==> src/include/eeprom_defs.svh <==
`ifndef EEPROM_DEFS_SVH
`define EEPROM_DEFS_SVH

// 24C16 style part: 2 Kbyte, 11-bit byte address
`define EEPROM_ADDR_W 11
`define EEPROM_DATA_W 8

// upper nibble of every control byte
`define EEPROM_DEV_CODE 4'b1010

// clk cycles per quarter bit slot, any value >= 1
`define EEPROM_PHASE_CLKS 1

`endif

==> src/hw/bus_phase_timer.sv <==
`timescale 1ns/10ps
`default_nettype none

`include "eeprom_defs.svh"

module bus_phase_timer (
  input  wire  clk,
  input  wire  rst_n,
  input  logic run,
  output logic scl,
  output logic low_mid,
  output logic rise,
  output logic high_mid,
  output logic fall
);

  localparam int PH_W = $clog2(`EEPROM_PHASE_CLKS + 1);

  logic [PH_W-1:0] phase_cnt;
  logic [1:0]      quarter;   // 0 low_mid, 1 rise, 2 high_mid, 3 fall
  logic            running;   // run delayed, keeps strobes off the run path
  logic            tick;

  assign tick = running && (phase_cnt == PH_W'(`EEPROM_PHASE_CLKS - 1));

  assign low_mid  = tick && (quarter == 2'd0);
  assign rise     = tick && (quarter == 2'd1);
  assign high_mid = tick && (quarter == 2'd2);
  assign fall     = tick && (quarter == 2'd3);

  always_ff @(posedge clk or negedge rst_n) begin
    if (!rst_n) begin
      running   <= 1'b0;
      phase_cnt <= '0;
      quarter   <= 2'd0;
    end else begin
      running <= run;
      if (!run || !running) begin
        phase_cnt <= '0;
        quarter   <= 2'd0;
      end else if (tick) begin
        phase_cnt <= '0;
        quarter   <= quarter + 2'd1;
      end else begin
        phase_cnt <= phase_cnt + 1'b1;
      end
    end
  end

  // scl parks high when idle, so start and stop see it high
  always_ff @(posedge clk or negedge rst_n) begin
    if (!rst_n) begin
      scl <= 1'b1;
    end else if (!run) begin
      scl <= 1'b1;
    end else if (rise) begin
      scl <= 1'b1;
    end else if (fall) begin
      scl <= 1'b0;
    end
  end

endmodule

`default_nettype wire

==> config.mk <==
export PLATFORM = sky130hd
export DESIGN_NAME = bus_phase_timer
export DESIGN_NICKNAME = d
export VERILOG_FILES = /design/src/hw/bus_phase_timer.sv
export VERILOG_INCLUDE_DIRS = /design/src /design/src/include
export SDC_FILE = /design/constraint.sdc
export NUM_CORES = 1
export LEC_CHECK = 0
export CAP_MARGIN = 40
export CORE_AREA = 2 2 39 41
export DETAILED_ROUTE_END_ITERATION = 10
export DIE_AREA = 0 0 41 43
export DONT_BUFFER_PORTS = 1
export GPL_ROUTABILITY_DRIVEN = 0
export SLEW_MARGIN = 30
export SYNTH_ARGS = -nofsm -noshare
export SYNTH_HDL_FRONTEND = slang
export SYNTH_SLANG_ARGS = --single-unit
==> constraint.sdc <==
create_clock -name clk -period 1.1 [get_ports clk]
set_clock_uncertainty 0.05 [all_clocks]
set_input_delay 0.11 -clock clk [delete_from_list [all_inputs] [get_ports clk]]
set_output_delay 0.11 -clock clk [all_outputs]
set_load 0.01 [all_outputs]
[Yosys cells after proc, flatten, opt, wreduce, memory -nomap -nowiden]
Index checks and enable logic that the tools add are counted.
Storage, ports and cells
  output and inout bits: 5
  input bits: 3
  bits in registers: 5
  word-level logic and storage cells: 28
Cells by class
  bitwise gates (word level): 1
  muxes and demuxes: 7
  $add $sub $neg: 2
  reduce and logical (&&, ||, !) cells: 10
  equal/unequal tests: 4
Operators with widths (number)
  $logic_and 1x1->1: 5
  $mux 1: 5
  $eq 2x2->1 const B: 2
  $mux 2: 2
  $ne 3x1->1 const B: 1
  $add 2x1->2 const B: 1
  $eq 2x1->1 const B: 1
  $logic_not 1->1: 2
  $logic_not 2->1: 1
  $reduce_bool 2->1: 1
  $add 1x1->1 const B: 1
  $logic_or 1x1->1: 1
  $not 1->1: 1

[Logic depth before layout (Yosys ltp)]
  word-level depth: 6
  gate-level depth with buffers: 4
  gate-level depth less buffers: 4

[Worst setup path before layout]
OpenSTA, ideal clock, no wires.
  kind: register -> register
  from: register quarter[0]
  to: register quarter[1]
  setup time: 0.118 ns
  data required time: 0.932 ns
  buffers on the path: 0
  cell stages (with the launch flop): 5
  setup slack: 0.056 ns
  clock period less this slack: 1.044 ns
  arrival time: 0.876 ns
  cells stage by stage: dfrtp_1 inv_1 ha_1 mux2i_1 nor2_1
Between the ends
  word-level cells in the longest chain between the ends: 3
Ends and longest elaborated chain
  from (decl): RTL line bus_phase_timer.sv:20  | logic [1:0] quarter;
  from (signal assigned): RTL line bus_phase_timer.sv:43  | quarter <= quarter + 2'd1;
  $add 2x1->2: RTL line bus_phase_timer.sv:43
  $mux 2: RTL line bus_phase_timer.sv:41  | end else if (tick) begin
  $mux 2: RTL line bus_phase_timer.sv:38  | if (!run || !running) begin
Every way passes these cells. The select of a mux whose other input is x is not followed.
A chain may end at the register's enable or synchronous reset.

[Worst setup path after layout]
  from: register quarter[1]
  to: output high_mid
Between the ends
  word-level cells in the longest chain between the ends: 2
Ends and longest elaborated chain
  $eq 2x2->1: RTL line bus_phase_timer.sv:28  | assign high_mid = tick && (quarter == 2'd2);
  $logic_and 1x1->1: RTL line bus_phase_timer.sv:28
  to (decl): RTL line bus_phase_timer.sv:13  | output logic high_mid,
Every way passes these cells.

==> results.md <==
- Syn nets: 32
- Final HPWL DP: roughly 340 microns
- Mapped Area: 268 sq um
- Critical path launch point type: flop
- Max Buffers Root-to-Sink: 2
- Top FF cell, synth: dfrtp_1
- Vias in the first global route: 197
- Final setup viols: 6
- WL final: about 490 microns
- CTS tree: done
- Fill cells: about 150
- H-tree depth: 1
- Initial Util: between 10% and 20%
- RSZ-0062 raised after global routing: true
- Post-Synthesis Cells: 25
- Commonest non-fill, non-tap cell in the layout: buf_4
- Syn Area/Cell: between 10 and 15 sq um
- Post-DRT Antenna Nets: 0
- Status: finished with violations
- Final net count: between 40 and 50
- Port buffer count: 0
- Worst reg2reg startpoint: quarter[0]$_DFFE_PN0P_
- Initial antenna violation count: 0
- Root buf cell: clkbuf_4
- Max-slew violations: 0
- Clock sink count: 5
- Crit share post-route: 111%
- Core ar.: 1380 sq um
- Crit path arrival time: between 1000 and 1500 ps
- Drt first pass iters: 1
- Num CTS Buffers: 3
- Vias per inst: roughly 3.6
- CP startpoint: quarter[1]$_DFFE_PN0P_
- Cells after DPL: 44
- I/O pins: 8
- Share of layout cells above drive strength 1: 58.3%
- Pin count of the biggest net entering global routing: 6
- Ant diodes: 0
- FFs w/ async S/R, synth: 100%
- Hold Fails Final Rpt: 0
- Placement Setup Slack: between 2 and 3 ps
- Max Cap Violations: 0
- EDFF count, synth: 0
- Register area share after synthesis: a little under half
- Die Area: about 1800 sq um
- CP Max Fanout: 3
- Area leader, netlist: dfrtp_1
- Yosys synthesis warning count: 0
- Power per cell area: between 1000 and 1500 nW/um^2
- Finished Core Util: approximately 31%
- First-pass GRT wire length: 731 microns
- Type of the worst setup path: flop to output port
- Drt wl/cell: 9.48 microns
- Die width: between 40 and 50 microns
- Final TNS setup: -482 ps
- Worst Hold Class: primary input to asynchronous set/reset pin
- Grt ovf: 0
- Tot GR Track Use: a little over 7%
- Peak Freq: between 0.8 and 0.9 GHz
- Final worst setup slack: -122 ps
- Yosys cell types: 13
- Top cell type's share of synthesized area: a little under two fifths
- CP Data Required Time: between 900 and 1000 ps
- CP Capture Type: output port
- Vias: ~190
- Starting DRT DRC Count: 0
- Leakage: between 0.15 and 0.2 nW
- Die extent in y: 43 microns
- Min Clock Period, post-route: 1220 ps
- DRC: 0
- Area delta synth->final: 61.2%
- Failing checks: setup timing
- #FFs+latches synth: 5
- Clock Latency Late Sink: approximately 240 ps
- # rows: 14
- Synth area leaders: dfrtp_1 (37%), ha_1 (19%), dfstp_2 (9.8%), and2_1 (7.0%), inv_1 (5.6%)
- Non-Filler Instances: 52
- Multi-input gate area: roughly 180 sq um
- Clk pin slew, worst setup/hold paths: ~40 ps
- Reg area: roughly 130 sq um
- Peak VDD IR: between 600 and 700 uV
sequential cells by signal, indices dropped and copies added (netlist names):
signal / cells
running: 1
scl: 1
quarter: 2
phase_cnt: 1
Yosys cell counts (2+ instances only):
| master | n |
|---|---|
| dfrtp_1 | 4 |
| ha_1 | 4 |
| and2_1 | 3 |
| nor2_1 | 2 |
| inv_1 | 4 |
final timing paths:
kind,to,slack [ps],cells past startpoint
worst min-delay path,quarter[1]$_DFFE_PN0P_,110,1
worst max register to register,scl$_DFFE_PN1P_,-50,3
worst min register to register,quarter[0]$_DFFE_PN0P_,520,2
max in group asynchronous,scl$_DFFE_PN1P_,640,1
worst max-delay path,high_mid,-120,3
min in group clk,running$_DFF_PN0_,440,1
metal layers:
metal,vias up,routed length [microns],GRT usage (%)
li1,97,-,-
met1,85,191,6.27
met2,5,259,9.38
met3,2,34,3.66
met4,0,7,10.0
met5,-,0,0
what timing repair did:
action / 4_1_cts / 5_1_grt
endpoints found under the hold margin: 9 / 0
setup buffers: 2 / 0
pin swaps: 0 / 1
setup endpoints to repair: 5 / 6
hold buffers: 2 / 0
resized for setup: 7 / 10
where the power goes:
| group | total (W) | leakage [nW] | switching (W) | internal (W) |
|---|---|---|---|---|
| Clock | 0.000208 | 0.0150 | 0.0000708 | 0.000137 |
| Combinational | 0.0000530 | 0.124 | 0.0000230 | 0.0000300 |
| Sequential | 0.000200 | 0.0597 | 0.00000826 | 0.000192 |
logic make-up after synthesis:
group | Yosys count | share of synthesized area (%)
DFF | 5 | 47.2
buffers and inverters | 4 | 5.61
AOI/OAI and AO/OA | 1 | 3.74
muxes | 1 | 3.74
adders and majority gates | 4 | 18.7
and+or+nand+nor | 8 | 16.4
xor gates and xnor gates | 1 | 3.27
other | 1 | 1.40
worst max-delay path, cell delays in order, from the launching register on:
cell and delay (ps):
dfrtp_1 410, buf_6 140, ha_4 140, and2_4 140
layout make-up:
class                           instances  share of cell area, %
Tap cell                               16                   4.64
Clock buffer                            4                   6.09
Sequential cell                         5                   29.6
Inverter                                4                   3.48
Timing Repair Buffer                    7                   14.2
Multi-Input combinational cell         16                   42.0
metrics by stage:
| step | total power (W) | cell area [sq um] | hold WS [ps] |
|---|---|---|---|
| after floorplan | 0.000217 | 268 | -236 |
| after global placement | 0.000228 | 310 | -235 |
| after detailed placement | 0.000228 | 310 | -235 |
| after CTS | 0.000461 | 388 | 112 |
| after global routing | 0.000492 | 432 | 124 |
| final | 0.000460 | 432 | 112 |
Note: power is estimated with default switching activity, not from simulation.
