**src/include/eeprom_defs.svh**
```systemverilog
`ifndef EEPROM_DEFS_SVH
`define EEPROM_DEFS_SVH

// 24C16 style part: 2 Kbyte, 11-bit byte address
`define EEPROM_ADDR_W 11
`define EEPROM_DATA_W 8

// upper nibble of every control byte
`define EEPROM_DEV_CODE 4'b1010

// clk cycles per quarter bit slot, any value >= 1
`define EEPROM_PHASE_CLKS 1

`endif

```
**src/hw/eeprom_pkg.sv**
```systemverilog
`default_nettype none

`include "eeprom_defs.svh"

package eeprom_pkg;

  // main sequencer states, one-hot
  typedef enum logic [9:0] {
    st_idle        = 10'b00_0000_0001,
    st_write_start = 10'b00_0000_0010,
    st_ctrl_write  = 10'b00_0000_0100,
    st_addr_write  = 10'b00_0000_1000,
    st_data_write  = 10'b00_0001_0000,
    st_read_start  = 10'b00_0010_0000,
    st_ctrl_read   = 10'b00_0100_0000,
    st_data_read   = 10'b00_1000_0000,
    st_stop        = 10'b01_0000_0000,
    st_ackn        = 10'b10_0000_0000
  } seq_state_e;

  typedef struct packed {
    logic [3:0] dev_code;
    logic [`EEPROM_ADDR_W-`EEPROM_DATA_W-1:0] block; // address bits 10:8
    logic       rnw;
  } ctrl_fields_t;

  // control byte, raw on the wire or split into its fields
  typedef union packed {
    logic [`EEPROM_DATA_W-1:0] raw;
    ctrl_fields_t              fields;
  } ctrl_byte_u;

  typedef struct packed {
    logic [`EEPROM_ADDR_W-1:0] addr;
    logic [`EEPROM_DATA_W-1:0] wdata;
  } host_req_t;

  typedef struct packed {
    logic [`EEPROM_DATA_W-1:0] rdata;
    logic                      nack;
  } host_rsp_t;

  typedef enum logic [2:0] {
    sh_none,
    sh_start,
    sh_stop,
    sh_send, // 8 bits out, then ack slot
    sh_recv  // 8 bits in, then no-ack slot
  } shift_cmd_e;

endpackage

`default_nettype wire

```
**src/hw/eeprom_seq_fsm.sv**
```systemverilog
`timescale 1ns/10ps
`default_nettype none

`include "eeprom_defs.svh"

module eeprom_seq_fsm (
  input  wire                          clk,
  input  wire                          rst_n,
  input  logic                         wr,
  input  logic                         rd,
  input  eeprom_pkg::host_req_t        req,
  input  logic                         low_mid,
  output logic                         run,
  output eeprom_pkg::shift_cmd_e       cmd,
  output logic [`EEPROM_DATA_W-1:0]    tx_byte,
  input  logic                         done,
  input  logic [`EEPROM_DATA_W-1:0]    rx_byte,
  input  logic                         ack_bit,
  output logic                         ack,
  output eeprom_pkg::host_rsp_t        rsp
);

  eeprom_pkg::seq_state_e state;
  eeprom_pkg::host_req_t  req_q;
  eeprom_pkg::ctrl_byte_u ctrl;
  logic                   is_read;
  logic                   issued;  // command for this state already sent
  logic                   nack_q;

  // timer stops right at the final fall so scl stays high after stop
  assign run = (state != eeprom_pkg::st_idle) && (state != eeprom_pkg::st_ackn) &&
               !((state == eeprom_pkg::st_stop) && done);

  assign ack = (state == eeprom_pkg::st_ackn);

  always_comb begin
    ctrl.fields.dev_code = `EEPROM_DEV_CODE;
    ctrl.fields.block    = req_q.addr[`EEPROM_ADDR_W-1:`EEPROM_DATA_W];
    ctrl.fields.rnw      = (state == eeprom_pkg::st_ctrl_read);
  end

  always_comb begin
    case (state)
      eeprom_pkg::st_ctrl_write,
      eeprom_pkg::st_ctrl_read:  tx_byte = ctrl.raw;
      eeprom_pkg::st_addr_write: tx_byte = req_q.addr[`EEPROM_DATA_W-1:0];
      eeprom_pkg::st_data_write: tx_byte = req_q.wdata;
      default:                   tx_byte = '0;
    endcase
  end

  // one command per state, launched at the first low_mid
  always_comb begin
    cmd = eeprom_pkg::sh_none;
    if (low_mid && !issued) begin
      case (state)
        eeprom_pkg::st_write_start,
        eeprom_pkg::st_read_start: cmd = eeprom_pkg::sh_start;
        eeprom_pkg::st_ctrl_write,
        eeprom_pkg::st_addr_write,
        eeprom_pkg::st_data_write,
        eeprom_pkg::st_ctrl_read:  cmd = eeprom_pkg::sh_send;
        eeprom_pkg::st_data_read:  cmd = eeprom_pkg::sh_recv;
        eeprom_pkg::st_stop:       cmd = eeprom_pkg::sh_stop;
        default:                   cmd = eeprom_pkg::sh_none;
      endcase
    end
  end

  always_ff @(posedge clk) begin
    if ((state == eeprom_pkg::st_idle) && (wr || rd)) begin
      req_q <= req;
    end
  end

  always_ff @(posedge clk or negedge rst_n) begin
    if (!rst_n) begin
      state   <= eeprom_pkg::st_idle;
      is_read <= 1'b0;
      issued  <= 1'b0;
      nack_q  <= 1'b0;
      rsp     <= '0;
    end else begin
      if (cmd != eeprom_pkg::sh_none) begin
        issued <= 1'b1;
      end else if (done) begin
        issued <= 1'b0;
      end

      case (state)
        eeprom_pkg::st_idle: begin
          if (wr || rd) begin
            is_read <= !wr; // wr wins a tie
            nack_q  <= 1'b0;
            state   <= eeprom_pkg::st_write_start;
          end
        end
        eeprom_pkg::st_write_start: begin
          if (done) state <= eeprom_pkg::st_ctrl_write;
        end
        eeprom_pkg::st_ctrl_write: begin
          if (done && ack_bit) begin
            nack_q <= 1'b1;
            state  <= eeprom_pkg::st_stop;
          end else if (done) begin
            state <= eeprom_pkg::st_addr_write;
          end
        end
        eeprom_pkg::st_addr_write: begin
          if (done && ack_bit) begin
            nack_q <= 1'b1;
            state  <= eeprom_pkg::st_stop;
          end else if (done) begin
            state <= is_read ? eeprom_pkg::st_read_start : eeprom_pkg::st_data_write;
          end
        end
        eeprom_pkg::st_data_write: begin
          if (done) begin
            nack_q <= ack_bit;
            state  <= eeprom_pkg::st_stop;
          end
        end
        eeprom_pkg::st_read_start: begin
          if (done) state <= eeprom_pkg::st_ctrl_read; // repeated start
        end
        eeprom_pkg::st_ctrl_read: begin
          if (done && ack_bit) begin
            nack_q <= 1'b1;
            state  <= eeprom_pkg::st_stop;
          end else if (done) begin
            state <= eeprom_pkg::st_data_read;
          end
        end
        eeprom_pkg::st_data_read: begin
          if (done) state <= eeprom_pkg::st_stop;
        end
        eeprom_pkg::st_stop: begin
          if (done) begin
            rsp.nack <= nack_q;
            if (is_read && !nack_q) rsp.rdata <= rx_byte; // shifter still holds it
            state <= eeprom_pkg::st_ackn;
          end
        end
        eeprom_pkg::st_ackn: begin
          state <= eeprom_pkg::st_idle;
        end
        default: begin
          state <= eeprom_pkg::st_idle;
        end
      endcase
    end
  end

endmodule

`default_nettype wire

```
**config.mk**
```make
export PLATFORM = sky130hd
export DESIGN_NAME = eeprom_seq_fsm
export DESIGN_NICKNAME = d
export VERILOG_FILES = /design/src/hw/eeprom_pkg.sv /design/src/hw/eeprom_seq_fsm.sv
export VERILOG_INCLUDE_DIRS = /design/src /design/src/include
export SDC_FILE = /design/constraint.sdc
export NUM_CORES = 1
export LEC_CHECK = 0
export BUFFER_PORTS_ARGS = -buffer_cell sky130_fd_sc_hd__buf_2
export CAP_MARGIN = 20
export CORE_MARGIN = 4
export CORE_UTILIZATION = 26
export CTS_BUF_LIST = sky130_fd_sc_hd__clkbuf_16
export CTS_CLUSTER_DIAMETER = 80
export DETAILED_ROUTE_END_ITERATION = 16
export HOLD_SLACK_MARGIN = 0.02
export PLACE_DENSITY = 0.46
export SLEW_MARGIN = 20
export SYNTH_ARGS = -nofsm -noshare
export SYNTH_HDL_FRONTEND = slang
export SYNTH_SLANG_ARGS = --single-unit
```
**constraint.sdc**
```tcl
create_clock -name clk -period 2.8 [get_ports clk]
set_input_delay 0.28 -clock clk [delete_from_list [all_inputs] [get_ports clk]]
set_output_delay 0.28 -clock clk [all_outputs]
set_load 0.05 [all_outputs]
```
; After elaboration in Yosys (flattened, before gate mapping)
; Cells that the tools add are included.
; W data, S select, Z words.
[totals]
reg_bits = 41
output_inout_bits = 22
wordCells = 77
inputBits = 34
[classes]
n_reduce_logical = 25
eq_ne = 22
mux = 22
[ops]
columns = cell, n
row1 = $mux W10, 11
row2 = $pmux W10 S8, 1
row3 = $pmux W8 S3, 1
row4 = $pmux W3 S4, 1
row5 = $eq A10 B1 Y1 const B, 1
row6 = $eq A10 B10 Y1 const B, 1
row7 = $eq A10 B2 Y1 const B, 1
row8 = $eq A10 B3 Y1 const B, 1
row9 = $eq A10 B4 Y1 const B, 1
row10 = $eq A10 B5 Y1 const B, 1
row11 = $eq A10 B6 Y1 const B, 1
row12 = $eq A10 B7 Y1 const B, 1
row13 = $eq A10 B8 Y1 const B, 1
row14 = $eq A10 B9 Y1 const B, 1
row15 = $ne A10 B1 Y1 const B, 1
row16 = $ne A10 B10 Y1 const B, 1
row17 = $ne A2 B2 Y1 const B, 4
row18 = $reduce_and A8 Y1, 1
row19 = $logic_and A1 B1 Y1, 7
row20 = $mux W6, 1
row21 = $ne A2 B1 Y1 const B, 3
row22 = $ne A3 B3 Y1 const B, 2
row23 = $reduce_bool A3 Y1, 2
row24 = $reduce_or A2 Y1, 3
row25 = other kinds (12), 20

; Depth between registers and ports, before layout
[depth]
word_depth = 6
depth_mapped = 7
depth_no_buf = 5

; Worst setup path before layout
; Ideal clock, no wire load.
[synth_timing]
path_type = flip-flop to output port
startpoint = register state[4]
endpoint = output ack
path_stages_with_launch = 5
slack_ns = 0.043
path_buffers = 1
t_required_ns = 2.520
arrival_ns = 2.477
cell_sequence = dfrtp_1 -> buf_6 -> nor4_4 -> nand2_2 -> nor4_1
[synth_between]
elab_chain_cells = 1
[synth_lines]
columns = item, line
row1 = from (decl), eeprom_seq_fsm.sv:23  ; eeprom_pkg::seq_state_e state;
row2 = from (signal assigned), eeprom_seq_fsm.sv:78  ; state <= eeprom_pkg::st_idle;
row3 = from (signal assigned), eeprom_seq_fsm.sv:95  ; state <= eeprom_pkg::st_write_start;
row4 = from (signal assigned), eeprom_seq_fsm.sv:99  ; if (done) state <= eeprom_pkg::st_ctrl_write;
row5 = $eq A10 B10 Y1, eeprom_seq_fsm.sv:34  ; assign ack = (state == eeprom_pkg::st_ackn);
row6 = to (decl), eeprom_seq_fsm.sv:19  ; output logic ack,
; No other way between the ends.

; Worst setup path after layout
[layout_timing]
startpoint = register state[8]
endpoint = output tx_byte[2]
[layout_between]
elab_chain_cells = 3
word_cells_on_any_way = 6
cone_classes = eq/ne (4) / mux (1) / reduce/logical (1)
[layout_lines]
columns = item, line
row1 = $eq A10 B7 Y1 or $eq A10 B3 Y1 (tied branches), eeprom_seq_fsm.sv:43  ; case (state)
row2 = $reduce_or A2 Y1, eeprom_seq_fsm.sv:43
row3 = $pmux W8 S3 *, eeprom_seq_fsm.sv:43
row4 = to (decl), eeprom_seq_fsm.sv:15  ; output logic [`EEPROM_DATA_W-1:0] tx_byte,
; Mark *: on every way between the ends. The rest lies on a longest branch, timed or not.

==> results.rst <==
.. list-table::
   :header-rows: 1

   * - Metric
     - Value
   * - Result of the run
     - finished, final reports clean
   * - R2r startpoint
     - state[4]
   * - Switching power total
     - 0.0008029 W
   * - Cell type with the largest total area after synthesis
     - edfxtp_1
   * - Remaining design rule violation count
     - 0
   * - Nets@finish
     - 250
   * - Sw frac
     - 35.48%
   * - Critical Path Slowest Stage Cell
     - dfrtp_1
   * - Area growth, synth to finish
     - 29.29%
   * - Library cell used as clock root buffer
     - clkbuf_16
   * - Num ports
     - 56
   * - Diode insertion count for antenna repair
     - 0
   * - Number of flops mapped to enable cells by yosys
     - 19
   * - Min cycle time layout
     - 2.566 ns
   * - Count of yosys warnings during synthesis
     - 0
   * - Post-layout utilization of the core
     - 34.76%
   * - Portion of the post-synthesis area used by sequential elements
     - 57.24%
   * - Slew at the pin closest to its max-slew limit
     - 0.5130 ns
   * - Setup bufs post-CTS
     - 0
   * - Post-synthesis instance area
     - 1961 sq um
   * - Count of standard-cell rows
     - 31
   * - Hold slack final
     - 0.1702 ns
   * - Post-detailed-route wirelength per cell
     - approximately 15 um
   * - Setup total negative slack
     - 0 ns
   * - Number of failing setup endpoints in the final timing report
     - 0
   * - Part of the power in combinational logic
     - ~31%
   * - Yosys reg bits
     - 41
   * - Initial drt markers
     - slightly above 80
   * - First-pass GRT wire length
     - between 7000 and 8000 um
   * - Total vias in the final route
     - 1450
   * - Fraction of the cycle the final worst path needs
     - 91.64%
   * - Proportion of power drawn by the clock network
     - 28.8%
   * - Router iterations before antenna repair
     - 4
   * - RD Place Congestion
     - 0.7840
   * - Arrival time at the worst endpoint
     - 2.29 ns
   * - Launching element of the worst setup path
     - state[8]
   * - Die Y-Extent
     - approximately 95 um
   * - Primary FF master, synth
     - dfrtp_1
   * - Nature of the critical path startpoint
     - flip-flop
   * - Initial antenna violation count
     - 0
   * - Starting utilization of the core area
     - 26.89%
   * - Leak pwr
     - 1.229 nW
   * - Ranking of synthesized cells by area
     - edfxtp_1, dfrtp_1, mux2_4
   * - Critical path peak fanout
     - 7
   * - Horizontal die dimension
     - 94.84 um
   * - Kind of capture point of the worst setup path
     - primary output
   * - Clock transition at the registers of the reported paths
     - around 0.06 ns
   * - Number of nets still failing antenna checks after routing
     - 0
   * - Layout cell share with drive strength beyond 1
     - 41.01%
   * - Max-slew violations
     - 0
   * - Cell with the most instances after synthesis
     - dfrtp_1
   * - Startpoint of the lowest-slack hold path
     - req[11]
   * - Pwr dens
     - 892.7 nW/um^2
   * - Via count of the first global-routing pass
     - 1475
   * - TritonCTS clock tree
     - done
   * - Area of the die
     - 8995 sq um
   * - Average cell area after synthesis
     - 12.65 sq um
   * - Portion of total power attributed to sequential cells
     - 40.4%
   * - Setup WS post-layout
     - 0.2341 ns
   * - Max-cap violations
     - 0
   * - Buffers & Inverters on Critical Path
     - 2
   * - Highest ir drop seen on vdd
     - 0.3007 mV
   * - Count of distinct cell types in the synthesized netlist
     - 43
   * - Maximum buffer depth of the clock tree
     - 2
   * - Worst clock skew on the final layout
     - 0.005093 ns
   * - Later-pin clock latency in the skew report
     - 0.28 ns
   * - Cells after Synth
     - 155
   * - Number of endpoints with negative hold slack in the final report
     - 0
   * - Sum of routed wire length over all layers
     - 4609 um
   * - Asr flop ratio synth
     - between 50% and 60%
   * - Highest clock frequency the design can meet
     - 389.7 MHz
   * - Post-synth top area share
     - about 29%
   * - Headroom to the max-slew limit
     - about 65%
   * - Required @ worst endpoint
     - approximately 2.5 ns
   * - Hold Path Class
     - in -> reg
   * - Post-DR vias/cell
     - 4.589
   * - Maximum number of pins on one net before global-route repair
     - 23
   * - Remaining global-route overflow
     - 0
   * - Syn Nets
     - 189
   * - Minimum setup slack after placement
     - 0.3721 ns
   * - Aggregate global-route resource usage
     - 10.55%
   * - Worst path cell trace
     - nor4_4 -> nand3_1 -> o21ai_1 -> a222oi_1 -> inv_1 -> buf_2
   * - Flop-to-flop setup slack
     - between 0.5 and 0.6 ns
   * - HPWL reported at the end of detailed placement
     - 3424 um
   * - H-tree depth reported by CTS
     - 2
   * - Setup repair after global routing missed its margin
     - false
   * - Placeable core region
     - 7292 sq um
   * - Critical path start-end classification
     - reg -> out
   * - CTS sink count
     - 41
   * - Top post-synthesis cells by count
     - dfrtp_1, edfxtp_1, nand2_1, nor2_1
   * - Number of buffer cells added on primary ports
     - 55
   * - Kind of cell adding the most delay to the critical path
     - simple AND/OR/NAND/NOR gates
   * - Internal power of the cells
     - roughly 0.0015 W
   * - CTS Buf Count
     - 5
   * - CP peak stage delay
     - 0.49 ns
==> stage by stage <==
step                      cells  total power (W)  instance area [sq um]
after floorplan             155         0.001429                   1961
after global placement      307         0.001637                   2355
after detailed placement    307         0.001622                   2355
after CTS                   316         0.002280                   2532
after global routing        316         0.002369                   2535
final                       316         0.002263                   2535
==> repair_timing <==
action                                 CTS  global route
setup endpoints to repair                0             8
endpoints found under the hold margin   21             0
hold buffers                             1             0
resized for setup                        0             2
==> sequential cells by signal (all words and copies together), names as in the netlist <==
signal / flops
req_q: 16
rsp: 9
issued: 1
state: 10
ctrl: 3
is_read: 1
nack_q: 1
==> power groups by stage <==
| stage | clock, W | combinational, W | sequential [W] |
|---|---|---|---|
| finish | 0.000651 | 0.000697 | 0.000915 |
| global route | 0.000692 | 0.000751 | 0.000926 |
| CTS | 0.000663 | 0.000702 | 0.000915 |
| detailed placement | 0 | 0.000698 | 0.000924 |
| global placement | 0 | 0.000708 | 0.000928 |
| floorplan | 0 | 0.000403 | 0.00103 |
==> cell type report <==
class	count	area, sq um
sequential	41	1122
timing repair buffer	61	322.8
multi-input combinational	101	775.7
tap	99	123.9
clock inverter	3	42.54
fill	744	4757
clock buffer	5	125.1
inverter	6	22.52
==> kinds of logic after synthesis <==
group / count (synthesis) / synth area share [%]
mux: 10 / 7.275
flops: 41 / 57.24
compound gates: 28 / 11.17
buf+inv: 13 / 3.318
xor+xnor: 4 / 1.787
simple gates: 59 / 19.21
==> layout by cell type, fill, tap and decap left out, drive strengths merged, types with 2 or more instances in the layout <==
master,n
buf,60
dfrtp,21
edfxtp,19
nand2,13
nor2,11
mux2,10
nor3,8
inv,7
a21oi,7
nor4,6
nand3,5
nand2b,5
clkbuf,5
a222oi,3
xor2,3
a21o,3
o21ai,3
nor4b,2
a221o,2
a22o,2
and3,2
o2bb2ai,2
a32o,2
nand3b,2
==> final timing paths <==
kind                         endpoint  depth (start not counted)
setup / recovery           tx_byte[2]                          6
hold / removal              req_q[11]                          1
setup reg to reg             state[4]                          5
hold reg to reg                issued                          1
max in group asynchronous    state[0]                          2
min in group asynchronous      issued                          2
==> metal layers <==
layer | track usage (%) | vias to the layer above | wire (um)
met3 | 3.506 | 0 | 327
li1 | - | 710 | -
met1 | 14.51 | 695 | 2110
met2 | 16.38 | 45 | 2171
met4 | 1.803 | 0 | 0
met5 | 0 | - | 0
Note: power is estimated with default switching activity, not from simulation.
